===== config.mk =====
export PLATFORM = sky130hd
export DESIGN_NAME = fm_regs_top
export DESIGN_NICKNAME = d
export VERILOG_FILES = /design/src/hdl/fm_pkg.sv /design/src/hdl/fm_cen_div.sv /design/src/hdl/fm_write_queue.sv /design/src/hdl/fm_mmr_decode.sv /design/src/hdl/fm_reg_store.sv /design/src/hdl/fm_regs_top.sv
export SDC_FILE = /design/constraint.sdc
export NUM_CORES = 1
export LEC_CHECK = 0
export ABC_CLOCK_PERIOD_IN_PS = 9400
export BUFFER_PORTS_ARGS = -buffer_cell sky130_fd_sc_hd__buf_2
export CELL_PAD_IN_SITES_DETAIL_PLACEMENT = 0
export CELL_PAD_IN_SITES_GLOBAL_PLACEMENT = 1
export CORE_MARGIN = 4
export CORE_UTILIZATION = 56
export DETAILED_ROUTE_END_ITERATION = 16
export GPL_TIMING_DRIVEN = 1
export PLACE_DENSITY = 0.95
export SLEW_MARGIN = 10
export SYNTH_ARGS = -nofsm -noshare
export SYNTH_HDL_FRONTEND = slang
export SYNTH_SLANG_ARGS = --single-unit
export TNS_END_PERCENT = 5

===== constraint.sdc =====
create_clock -name clk -period 9.4 [get_ports clk]
set_input_delay 1.88 -clock clk [delete_from_list [all_inputs] [get_ports clk]]
set_output_delay 1.88 -clock clk [all_outputs]
set_load 0.05 [all_outputs]

===== src/hdl/fm_pkg.sv =====
/* shared types, register addresses and store field encodings
   for the FM register write front end */
`default_nettype none

package fm_pkg;

	// host bus and queue words
	typedef logic [7:0] byte_t;
	typedef logic [1:0] port_t;
	typedef logic [9:0] qword_t;

	// channel 0..5, operator in offset order S1 S3 S2 S4
	typedef logic [2:0] ch_t;
	typedef logic [1:0] op_t;

	typedef logic [10:0] fnum_t;
	typedef logic [2:0]  block_t;
	typedef logic [6:0]  tl_t;
	typedef logic [3:0]  mul_t;
	typedef logic [2:0]  alg_t;
	typedef logic [2:0]  fb_t;
	typedef logic [9:0]  tmra_t;
	typedef logic [7:0]  tmrb_t;
	typedef logic [2:0]  cen_lim_t;

	// divider limits, counter wraps at limit so ratio is limit+1
	localparam cen_lim_t CEN_LIM_RST = 3'd5;
	localparam cen_lim_t CEN_LIM_N3  = 3'd2;
	localparam cen_lim_t CEN_LIM_N2  = 3'd1;

	// global registers
	localparam byte_t REG_LFO    = 8'h22;
	localparam byte_t REG_CLKA1  = 8'h24;
	localparam byte_t REG_CLKA2  = 8'h25;
	localparam byte_t REG_CLKB   = 8'h26;
	localparam byte_t REG_TIMER  = 8'h27;
	localparam byte_t REG_KON    = 8'h28;
	localparam byte_t REG_CLK_N6 = 8'h2D;
	localparam byte_t REG_CLK_N3 = 8'h2E;
	localparam byte_t REG_CLK_N2 = 8'h2F;

	// store field bases
	localparam byte_t DT_MUL  = 8'h30;
	localparam byte_t TL      = 8'h40;
	localparam byte_t FNUM_LO = 8'hA0;
	localparam byte_t FNUM_HI = 8'hA4;
	localparam byte_t FB_ALG  = 8'hB0;

	localparam int QUEUE_DEPTH = 16;
	localparam int QPTR_W      = $clog2(QUEUE_DEPTH);
	localparam int NUM_CH      = 6;
	localparam int NUM_OP      = 24;

	typedef enum logic [2:0] {FLD_MUL, FLD_TL, FLD_FLO, FLD_FHI, FLD_ALG} store_fld_e;
	typedef enum logic [1:0] {IDLE, POP, LATCH, APPLY} dec_state_e;

endpackage

`default_nettype wire


===== src/hdl/fm_cen_div.sv =====
/* clock-enable divider, limit changes deferred to the next wrap */
`default_nettype none

module fm_cen_div (
	input  wire logic             clk,
	input  wire logic             rst,
	input  wire logic             cen,
	input  wire fm_pkg::cen_lim_t lim_sel,
	input  wire logic             lim_load,
	output logic                  clk_en
);
	import fm_pkg::*;

	cen_lim_t cnt;
	cen_lim_t lim;
	cen_lim_t lim_pend;
	logic pend_vld;
	logic wrap;

	assign wrap = cnt == lim;
	assign clk_en = cen & wrap;

	always_ff @(posedge clk) begin
		if (rst) begin
			cnt <= '0;
			lim <= CEN_LIM_RST;
			pend_vld <= 1'b0;
		end else begin
			if (cen) begin
				if (wrap) begin
					cnt <= '0;
					// pending select only switches in at the wrap
					if (pend_vld) begin
						lim <= lim_pend;
						pend_vld <= 1'b0;
					end
				end else begin
					cnt <= cnt + 3'd1;
				end
			end
			if (lim_load) begin
				pend_vld <= 1'b1;
			end
		end
	end

	always_ff @(posedge clk) begin
		if (lim_load) begin
			lim_pend <= lim_sel;
		end
	end

	a_clk_en_single: assert property (@(posedge clk) disable iff (rst)
		clk_en |=> (!clk_en || lim == '0));

endmodule

`default_nettype wire


===== src/hdl/fm_write_queue.sv =====
/* write strobe edge capture and 16-entry queue of port/data words */
`default_nettype none

module fm_write_queue (
	input  wire logic          clk,
	input  wire logic          rst,
	input  wire logic          write,
	input  wire fm_pkg::port_t addr,
	input  wire fm_pkg::byte_t din,
	input  wire logic          pop,
	output fm_pkg::qword_t     q,
	output logic               empty
);
	import fm_pkg::*;

	qword_t mem [QUEUE_DEPTH];
	logic [QPTR_W-1:0] wr_ptr;
	logic [QPTR_W-1:0] rd_ptr;
	logic [QPTR_W:0] count;
	logic write_d;
	logic push;
	logic full;
	logic push_ok;
	logic pop_ok;

	// one push per rising edge of the strobe
	assign push = write & ~write_d;
	assign full = count == (QPTR_W + 1)'(QUEUE_DEPTH);
	assign empty = count == '0;
	assign push_ok = push & ~full;
	assign pop_ok = pop & ~empty;

	always_ff @(posedge clk) begin
		if (rst) begin
			write_d <= 1'b0;
			wr_ptr <= '0;
			rd_ptr <= '0;
			count <= '0;
		end else begin
			write_d <= write;
			if (push_ok) begin
				wr_ptr <= wr_ptr + 1'b1;
			end
			if (pop_ok) begin
				rd_ptr <= rd_ptr + 1'b1;
			end
			case ({push_ok, pop_ok})
				2'b10: count <= count + 1'b1;
				2'b01: count <= count - 1'b1;
				default: ;
			endcase
		end
	end

	always_ff @(posedge clk) begin
		if (push_ok) begin
			mem[wr_ptr] <= {addr, din};
		end
	end

	// registered read, word valid the cycle after pop
	always_ff @(posedge clk) begin
		if (pop_ok) begin
			q <= mem[rd_ptr];
		end
	end

	a_no_overflow: assert property (@(posedge clk) disable iff (rst)
		!(push && full));

	a_no_underflow: assert property (@(posedge clk) disable iff (rst)
		!(pop && empty));

endmodule

`default_nettype wire


===== src/hdl/fm_mmr_decode.sv =====
/* pop sequencing, register select, global registers, busy pacing
   and store write strobes */
`default_nettype none

module fm_mmr_decode (
	input  wire logic           clk,
	input  wire logic           rst,
	input  wire logic           clk_en,
	input  wire logic           empty,
	input  wire fm_pkg::qword_t q,
	output logic                pop,
	output logic                busy,
	output logic                lfo_en,
	output logic [2:0]          lfo_freq,
	output fm_pkg::tmra_t       value_a,
	output fm_pkg::tmrb_t       value_b,
	output logic                load_a,
	output logic                load_b,
	output logic                en_irq_a,
	output logic                en_irq_b,
	output logic                clr_a,
	output logic                clr_b,
	output logic                keyon,
	output fm_pkg::ch_t         keyon_ch,
	output logic [3:0]          keyon_ops,
	output fm_pkg::cen_lim_t    lim_sel,
	output logic                lim_load,
	output logic                wr_en,
	output fm_pkg::store_fld_e  wr_fld,
	output fm_pkg::ch_t         wr_ch,
	output fm_pkg::op_t         wr_op,
	output fm_pkg::byte_t       wr_data
);
	import fm_pkg::*;

	dec_state_e state;
	qword_t word;
	byte_t sel;
	logic sel_bank;
	logic apply_data;
	logic store_hit;
	store_fld_e fld;

	// upper bank holds channels 3 to 5
	function automatic ch_t chan_of(input logic bank, input logic [1:0] low);
		return bank ? ch_t'(low) + ch_t'(3) : ch_t'(low);
	endfunction

	always_ff @(posedge clk) begin
		if (rst) begin
			state <= IDLE;
			pop <= 1'b0;
		end else begin
			pop <= 1'b0;
			case (state)
				IDLE: if (!empty && !busy) begin
					pop <= 1'b1;
					state <= POP;
				end
				POP: state <= LATCH;
				LATCH: state <= APPLY;
				default: state <= IDLE;
			endcase
		end
	end

	always_ff @(posedge clk) begin
		if (state == LATCH) begin
			word <= q;
		end
	end

	// port bit 0 marks a data word
	assign apply_data = state == APPLY && word[8];

	always_ff @(posedge clk) begin
		if (rst) begin
			sel <= '0;
			sel_bank <= 1'b0;
			busy <= 1'b0;
			{lfo_en, lfo_freq} <= 4'd0;
			value_a <= '0;
			value_b <= '0;
			{en_irq_b, en_irq_a} <= 2'd0;
		end else if (state == APPLY) begin
			if (!word[8]) begin
				sel <= word[7:0];
				sel_bank <= word[9];
			end else begin
				busy <= 1'b1;
				case (sel)
					REG_LFO: {lfo_en, lfo_freq} <= word[3:0];
					REG_CLKA1: value_a[9:2] <= word[7:0];
					REG_CLKA2: value_a[1:0] <= word[1:0];
					REG_CLKB: value_b <= word[7:0];
					REG_TIMER: {en_irq_b, en_irq_a} <= word[3:2];
					default: ;
				endcase
			end
		end else if (clk_en) begin
			busy <= 1'b0;
		end
	end

	// one-cycle global pulses
	assign load_a = apply_data && sel == REG_TIMER && word[0];
	assign load_b = apply_data && sel == REG_TIMER && word[1];
	assign clr_a = apply_data && sel == REG_TIMER && word[4];
	assign clr_b = apply_data && sel == REG_TIMER && word[5];
	assign keyon = apply_data && sel == REG_KON && word[1:0] != 2'b11;
	assign keyon_ch = chan_of(word[2], word[1:0]);
	assign keyon_ops = word[7:4];
	assign lim_load = apply_data
		&& (sel == REG_CLK_N6 || sel == REG_CLK_N3 || sel == REG_CLK_N2);

	always_comb begin
		case (sel)
			REG_CLK_N3: lim_sel = CEN_LIM_N3;
			REG_CLK_N2: lim_sel = CEN_LIM_N2;
			default: lim_sel = CEN_LIM_RST;
		endcase
	end

	// slot 3 of each channel group is unused
	always_comb begin
		store_hit = 1'b0;
		fld = FLD_MUL;
		if (sel[1:0] != 2'b11) begin
			if (sel[7:4] == DT_MUL[7:4]) begin
				store_hit = 1'b1;
				fld = FLD_MUL;
			end else if (sel[7:4] == TL[7:4]) begin
				store_hit = 1'b1;
				fld = FLD_TL;
			end else if (sel[7:2] == FNUM_LO[7:2]) begin
				store_hit = 1'b1;
				fld = FLD_FLO;
			end else if (sel[7:2] == FNUM_HI[7:2]) begin
				store_hit = 1'b1;
				fld = FLD_FHI;
			end else if (sel[7:2] == FB_ALG[7:2]) begin
				store_hit = 1'b1;
				fld = FLD_ALG;
			end
		end
	end

	assign wr_en = apply_data && store_hit;
	assign wr_fld = fld;
	assign wr_ch = chan_of(sel_bank, sel[1:0]);
	assign wr_op = sel[3:2];
	assign wr_data = word[7:0];

	a_wr_en_apply: assert property (@(posedge clk) disable iff (rst)
		wr_en |-> state == APPLY && $past(state) == LATCH);

endmodule

`default_nettype wire


===== src/hdl/fm_reg_store.sv =====
/* per-channel and per-operator register arrays, fnum high-byte latch
   and combinational readback */
`default_nettype none

module fm_reg_store (
	input  wire logic               clk,
	input  wire logic               rst,
	input  wire logic               wr_en,
	input  wire fm_pkg::store_fld_e wr_fld,
	input  wire fm_pkg::ch_t        wr_ch,
	input  wire fm_pkg::op_t        wr_op,
	input  wire fm_pkg::byte_t      wr_data,
	input  wire fm_pkg::ch_t        rd_ch,
	input  wire fm_pkg::op_t        rd_op,
	output fm_pkg::fnum_t           rd_fnum,
	output fm_pkg::block_t          rd_block,
	output fm_pkg::alg_t            rd_alg,
	output fm_pkg::fb_t             rd_fb,
	output fm_pkg::tl_t             rd_tl,
	output fm_pkg::mul_t            rd_mul
);
	import fm_pkg::*;

	fnum_t fnum [NUM_CH];
	block_t blk [NUM_CH];
	// block in 5:3, fnum 10:8 in 2:0
	logic [5:0] fhi [NUM_CH];
	alg_t alg [NUM_CH];
	fb_t fb [NUM_CH];
	tl_t tl [NUM_OP];
	mul_t mul [NUM_OP];
	logic [4:0] wr_idx;
	logic [4:0] rd_idx;

	// four operator slots per channel
	assign wr_idx = {wr_ch, wr_op};
	assign rd_idx = {rd_ch, rd_op};

	always_ff @(posedge clk) begin
		if (rst) begin
			for (int i = 0; i < NUM_CH; i++) begin
				fnum[i] <= '0;
				blk[i] <= '0;
				fhi[i] <= '0;
				alg[i] <= '0;
				fb[i] <= '0;
			end
			for (int i = 0; i < NUM_OP; i++) begin
				tl[i] <= '0;
				mul[i] <= '0;
			end
		end else if (wr_en) begin
			case (wr_fld)
				FLD_MUL: mul[wr_idx] <= wr_data[3:0];
				FLD_TL: tl[wr_idx] <= wr_data[6:0];
				FLD_FHI: fhi[wr_ch] <= wr_data[5:0];
				// high byte lands together with the low byte
				FLD_FLO: {blk[wr_ch], fnum[wr_ch]} <= {fhi[wr_ch], wr_data};
				FLD_ALG: {fb[wr_ch], alg[wr_ch]} <= wr_data[5:0];
				default: ;
			endcase
		end
	end

	assign rd_fnum = fnum[rd_ch];
	assign rd_block = blk[rd_ch];
	assign rd_alg = alg[rd_ch];
	assign rd_fb = fb[rd_ch];
	assign rd_tl = tl[rd_idx];
	assign rd_mul = mul[rd_idx];

endmodule

`default_nettype wire


===== src/hdl/fm_regs_top.sv =====
/* register front end top, queue to decode to store with the divider */
`default_nettype none

module fm_regs_top (
	input  wire logic          clk,
	input  wire logic          rst,
	input  wire logic          cen,
	input  wire logic          write,
	input  wire fm_pkg::port_t addr,
	input  wire fm_pkg::byte_t din,
	input  wire fm_pkg::ch_t   rd_ch,
	input  wire fm_pkg::op_t   rd_op,
	output logic               busy,
	output logic               clk_en,
	output logic               lfo_en,
	output logic [2:0]         lfo_freq,
	output fm_pkg::tmra_t      value_a,
	output fm_pkg::tmrb_t      value_b,
	output logic               load_a,
	output logic               load_b,
	output logic               en_irq_a,
	output logic               en_irq_b,
	output logic               clr_a,
	output logic               clr_b,
	output logic               keyon,
	output fm_pkg::ch_t        keyon_ch,
	output logic [3:0]         keyon_ops,
	output fm_pkg::fnum_t      rd_fnum,
	output fm_pkg::block_t     rd_block,
	output fm_pkg::alg_t       rd_alg,
	output fm_pkg::fb_t        rd_fb,
	output fm_pkg::tl_t        rd_tl,
	output fm_pkg::mul_t       rd_mul
);
	import fm_pkg::*;

	qword_t q;
	logic empty;
	logic pop;
	cen_lim_t lim_sel;
	logic lim_load;
	logic wr_en;
	store_fld_e wr_fld;
	ch_t wr_ch;
	op_t wr_op;
	byte_t wr_data;

	fm_cen_div u_cen_div (
		.clk      (clk),
		.rst      (rst),
		.cen      (cen),
		.lim_sel  (lim_sel),
		.lim_load (lim_load),
		.clk_en   (clk_en)
	);

	fm_write_queue u_write_queue (
		.clk   (clk),
		.rst   (rst),
		.write (write),
		.addr  (addr),
		.din   (din),
		.pop   (pop),
		.q     (q),
		.empty (empty)
	);

	fm_mmr_decode u_mmr_decode (
		.clk       (clk),
		.rst       (rst),
		.clk_en    (clk_en),
		.empty     (empty),
		.q         (q),
		.pop       (pop),
		.busy      (busy),
		.lfo_en    (lfo_en),
		.lfo_freq  (lfo_freq),
		.value_a   (value_a),
		.value_b   (value_b),
		.load_a    (load_a),
		.load_b    (load_b),
		.en_irq_a  (en_irq_a),
		.en_irq_b  (en_irq_b),
		.clr_a     (clr_a),
		.clr_b     (clr_b),
		.keyon     (keyon),
		.keyon_ch  (keyon_ch),
		.keyon_ops (keyon_ops),
		.lim_sel   (lim_sel),
		.lim_load  (lim_load),
		.wr_en     (wr_en),
		.wr_fld    (wr_fld),
		.wr_ch     (wr_ch),
		.wr_op     (wr_op),
		.wr_data   (wr_data)
	);

	fm_reg_store u_reg_store (
		.clk      (clk),
		.rst      (rst),
		.wr_en    (wr_en),
		.wr_fld   (wr_fld),
		.wr_ch    (wr_ch),
		.wr_op    (wr_op),
		.wr_data  (wr_data),
		.rd_ch    (rd_ch),
		.rd_op    (rd_op),
		.rd_fnum  (rd_fnum),
		.rd_block (rd_block),
		.rd_alg   (rd_alg),
		.rd_fb    (rd_fb),
		.rd_tl    (rd_tl),
		.rd_mul   (rd_mul)
	);

endmodule

`default_nettype wire


# Word level (Yosys, flattened, before mapping)
# Memories as Yosys holds them, arrays and structs flattened. A register that Yosys moved wholly into a read port is not among the register bits.
# Cells that the tools add are included.
# op_classes
n_addsub	7
magnitude_cmp	3
n_eq_ne	29
muxes	71
bitwise	11
reduce_logical	38
# op_table
cell	n
$eq A8 B6 Y1 const B	9
$bwmux W66	1
$bwmux W18	3
$mux W3	17
$bmux W11 S3	1
$demux W11 S3	1
$mux W11	3
$mux W1	32
$bmux W3 S3	3
$eq A6 B6 Y1 const B	3
$reduce_and A3 Y1	6
$logic_and A1 B1 Y1	12
$mux W5	2
$pmux W5 S2	1
$reduce_and A2 Y1	5
$demux W3 S3	1
$add A4 B1 Y4 const B	2
$ge A4 B4 Y1 const B	2
$not A3 Y4	2
$reduce_bool A2 Y1	4
$mux W7	1
$reduce_or A7 Y1	1
$add A2 B2 Y3 const B	2
$eq A2 B2 Y1 const B	3
29 further kinds	42
# word_totals
register_bits	191
ramBits	460
inputBits	19
out_inout_bits	69
mem_count	4
# mem_list
memory	words	width	rd	rd_clocked_by_memory_dff	write_ports	line_no	rtl
u_reg_store.tl	24	7	1	0	24	fm_reg_store.sv:30	tl_t tl [NUM_OP];
u_write_queue.mem	16	10	1	1	1	fm_write_queue.sv:16	qword_t mem [QUEUE_DEPTH];
u_reg_store.mul	24	4	1	0	24	fm_reg_store.sv:31	mul_t mul [NUM_OP];
u_reg_store.fhi	6	6	1	0	6	fm_reg_store.sv:27	logic [5:0] fhi [NUM_CH];

# Depth between registers and ports, before layout
# logic_depth
ltp_word	14
ltp_mapped	12

# Modules after synthesis
# From an unflattened synthesis, not the netlist that was laid out.
# unflattened
hier_cells	2612
area_unflattened_um2	33668.5
# modules_own_cells
module	n_inst	cells_per_inst	area_each_um2	seq_area_each_um2
fm_reg_store	1	1978	23615.1	14413.8
fm_write_queue	1	363	7254.5	5385.2
fm_mmr_decode	1	231	2318.5	1041.0
fm_cen_div	1	40	480.5	230.2

# Least setup slack after synthesis
# OpenSTA, ideal clock, no wires.
# synth_path
kind	in2out
from	input rd_ch[0]
to	output rd_fnum[0]
arrival_ns	3.880
required_ns	7.520
path_slack_ns	3.640
cell_stages	5
cell_sequence	clkbuf_1 clkbuf_1 clkbuf_1 mux2i_1 o22ai_1
# synth_via
elab_chain_cells	4
# synth_rtl
element	line_no	rtl
start: declaration	fm_regs_top.sv:11	input wire fm_pkg::ch_t rd_ch,
$not A3 Y4 (not written as such)	fm_reg_store.sv:65	assign rd_fnum = fnum[rd_ch];
$bmux W11 S3	fm_reg_store.sv:65	
$mux W11 (not written as such) (2 in series)	fm_reg_store.sv:65	
end: declaration	fm_regs_top.sv:28	output fm_pkg::fnum_t rd_fnum,
# No other way between the ends. The select of a mux whose other input is x is not followed.

# Worst setup path after layout
# layout_path
from	input rd_op[1]
to	output rd_tl[0]
# layout_via
elab_chain_cells	1
# layout_rtl
element	line_no	rtl
start: declaration	fm_regs_top.sv:12	input wire fm_pkg::op_t rd_op,
$mem_v2 Z24 W7	-	
end: declaration	fm_regs_top.sv:32	output fm_pkg::tl_t rd_tl,
# No other way between the ends.

==> impl_metrics.csv <==
group,metric,value,unit
critical_path,crit_chain,"buf_6 -> buf_4 -> mux2i_1 -> a22oi_1 -> a21oi_1 -> a31oi_1 -> and3_1 -> buf_2",
pwr,ir_worst_vdd,137.6,uV
synth,synthArstFlopShare,0,
timing,fin_tns_setup,0,ns
final_layout,nets,2557,
critical_path,cp.arrival,4.80,ns
place,port_buffers,87,
final_layout,fill_cells,4161,
clock_tree,numCtsBuffers,75,
synth,syn-num-nets,2564,
pwr,report.power.total,0.007282,W
synth,ys_seq_area_frac,0.6500,
synth,synthCells,2523,
floorplan,start_util,0.5705,
critical_path,reg2reg_slack,4.64,ns
min_path,worstHoldStart,"u_write_queue.q[7]",
synth,synthesis.area,32420,um2
floorplan,fp-row-count,87,
synth,ys_types,65,
drt,ant_nets,0,
critical_path,crit_required,7.52,ns
synth,ys.flop_type,"edfxtp_1",
clock_tree,cts_tree,"done",
critical_path,path_class,"in2out",
synth,ys_ff_latch,761,
floorplan,coreArea,56820,um2
floorplan,die-height,248.6,um
synth,syn_area_per_cell,12.85,um2
timing,worst_pin_slew,1.213,ns
timing,relSlewSlack,0.1887,
drt,num_vias,21420,
floorplan,ioPinCount,88,
floorplan,die-area,61800,um2
min_path,hold_class,"reg2reg",
timing,period_needed,6.680,ns
status,status,"finished, final reports clean",
critical_path,cp-start-kind,"input pin",
drt,wirelength,87150,um
clock_tree,cts_resized,0,
floorplan,die_x,248.6,um
clock_tree,path_clk_slew,0.06,ns
drt,wl_per_cell,26.12,um
global_routing,grt_max_degree,87,
clock_tree,post_cts_buffers,0,
timing,worst_clock_skew,0.02963,ns
critical_path,r2r-end,"u_reg_store.tl[12][1]",
drt,drt-vias-per-instance,6.420,
synth,synth.area.top_cells,"edfxtp_1 54%, dfxtp_1 11%, mux4_2 7.4%",
place,hpwl,53960,um
drt,drtPass1Iterations,6,
synth,yosysTopAreaCell,"edfxtp_1",
final_layout,drive_above_1_share,0.1408,
global_routing,grt-ovfl-total,0,
final_layout,multi_input_area,10370,um2
global_routing,grt_pass1_vias,21030,
global_routing,grt_usage,0.2776,
global_routing,grt_pass1_wl,131500,um
clock_tree,clock_sinks,761,
min_path,whs_endpoint,"u_mmr_decode.word[7]",
critical_path,slowest_stage,"buf_4",
drt,drcViolationCount,0,
job,cap_violations,0,
timing,report.final.setup_viol,0,
place,place_congestion,0.9303,
synth,synth_top_cell_area_share,0.5400,
clock_tree,clockRootBuffer,"clkbuf_16",
timing,fmax,0.1497,GHz
timing,finalHoldViolations,0,
clock_tree,holdBufCountCts,0,
critical_path,regToRegStartpoint,"u_mmr_decode.sel[0]",
final_layout,regArea,21070,um2
pwr,power_density,204.1,nW/um2
critical_path,reg2reg_depth,7,
final_layout,areaGrowthSynthToFinish,10.07,%
synth,ys_warn_count,0,
clock_tree,htreeDepth,3,
critical_path,crit_fanout,74,
global_routing,antenna_found_initial,3,
synth,synth_edf_count,583,
critical_path,slowest_delay,0.71,ns
timing,period_share,0.7107,
timing,finalMaxSlewViolations,0,
drt,first_iter_violations,2768,
critical_path,critPathCaptureType,"output port",
min_path,min_delay_path_depth,0,
timing,rsz0062_at_grt,"false",
clock_tree,clk_path_buf_depth,3,
pwr,p_leak,12.09,nW
clock_tree,insertion_delay,0.63,ns
## layout make-up
class / count / share of cell area
antenna: 1 / 0.00007013
clock buffer: 85 / 0.05393
clock inverter: 55 / 0.01269
inverter: 42 / 0.004418
multi-input combinational: 1509 / 0.2905
sequential: 761 / 0.5906
tap: 756 / 0.02651
timing repair buffer: 127 / 0.02125
## sequential cells by signal, indices dropped and copies added (netlist names), 10 cells and up
register and count:
u_reg_store.fnum 66, u_write_queue.mem 160, u_reg_store.blk 18, u_reg_store.mul 128, u_reg_store.fhi 48, u_reg_store.alg 18
u_mmr_decode.word 10, u_reg_store.fb 18, u_reg_store.tl 224, u_write_queue.q 10, u_mmr_decode.value_a 10
## metrics by stage
stage	cell area, um2	worst slack [ns]	utilization	hold slack [ns]	instances
6_report	35680	2.720	0.6279	0.4209	3336
5_1_grt	35680	2.691	0.6279	0.4349	3336
4_1_cts	35670	2.848	0.6278	0.4246	3335
3_5_place_dp	33290	2.856	0.5859	0.4072	3195
3_3_place_gp	33280	2.726	0.5856	0.4024	3194
2_1_floorplan	32420	3.640	-	0.4003	2523
## critical path: cells and delay by family
family          cells  cell delay, ns
compound gates      3            0.75
buf+inv             3            1.59
mux                 1            0.19
simple gates        1            0.25
## synth_stat cells, drive strengths merged (42+ instances only)
cell    count
a21oi     144
a22oi      46
buf        62
clkbuf    149
dfxtp     178
edfxtp    583
inv        42
mux2i     158
mux4      106
nand2     251
nand3      92
nor2      394
## routing by layer
| metal | up-vias | GRT usage | wire length [um] |
|---|---|---|---|
| met1 | 10550 | 0.3820 | 32130 |
| li1 | 9190 | - | - |
| met3 | 235 | 0.05423 | 9867 |
| met2 | 1436 | 0.4495 | 41900 |
| met5 | - | 0 | 28 |
| met4 | 4 | 0.09537 | 3219 |
## worst max-delay path by stage
stage	from	endpoint	slack, ns	cells past startpoint
floorplan	rd_ch[0]	rd_fnum[0]	3.64	5
global placement	rd_ch[0]	rd_tl[0]	2.73	7
detailed placement	rd_op[1]	rd_tl[0]	2.86	8
CTS	rd_op[1]	rd_tl[0]	2.85	8
global route	rd_op[1]	rd_tl[0]	2.69	8
finish	rd_op[1]	rd_tl[0]	2.72	8
## placed cells by master, fill, tap and decap left out, types with 46 or more instances in the layout
master	n
a22oi_1	46
dfxtp_1	176
nand2_1	250
a21oi_1	144
mux4_2	106
buf_2	84
clkbuf_16	75
edfxtp_1	583
mux2i_1	158
nand3_1	92
nor2_1	390
## power by group
part           internal [W]  switching, W
Combinational      0.000175      0.000426
Sequential          0.00371     0.0000470
Clock               0.00162       0.00130
## cells by family (layout without fill, tap and decap cells)
kind of cell / Yosys count / in the layout / share of synthesized area
adder cells (fa/ha/maj): 22 / 22 / 0.008723
XOR/XNOR: 14 / 14 / 0.003783
AND/OR/NAND/NOR: 886 / 886 / 0.1190
AO/OA/AOI/OAI: 321 / 321 / 0.06388
other: 0 / 1 / 0
multiplexers: 266 / 266 / 0.1231
flip-flops: 761 / 761 / 0.6500
buffers and inverters: 253 / 309 / 0.03150
No activity file was read; power rests on OpenSTA's default activity.
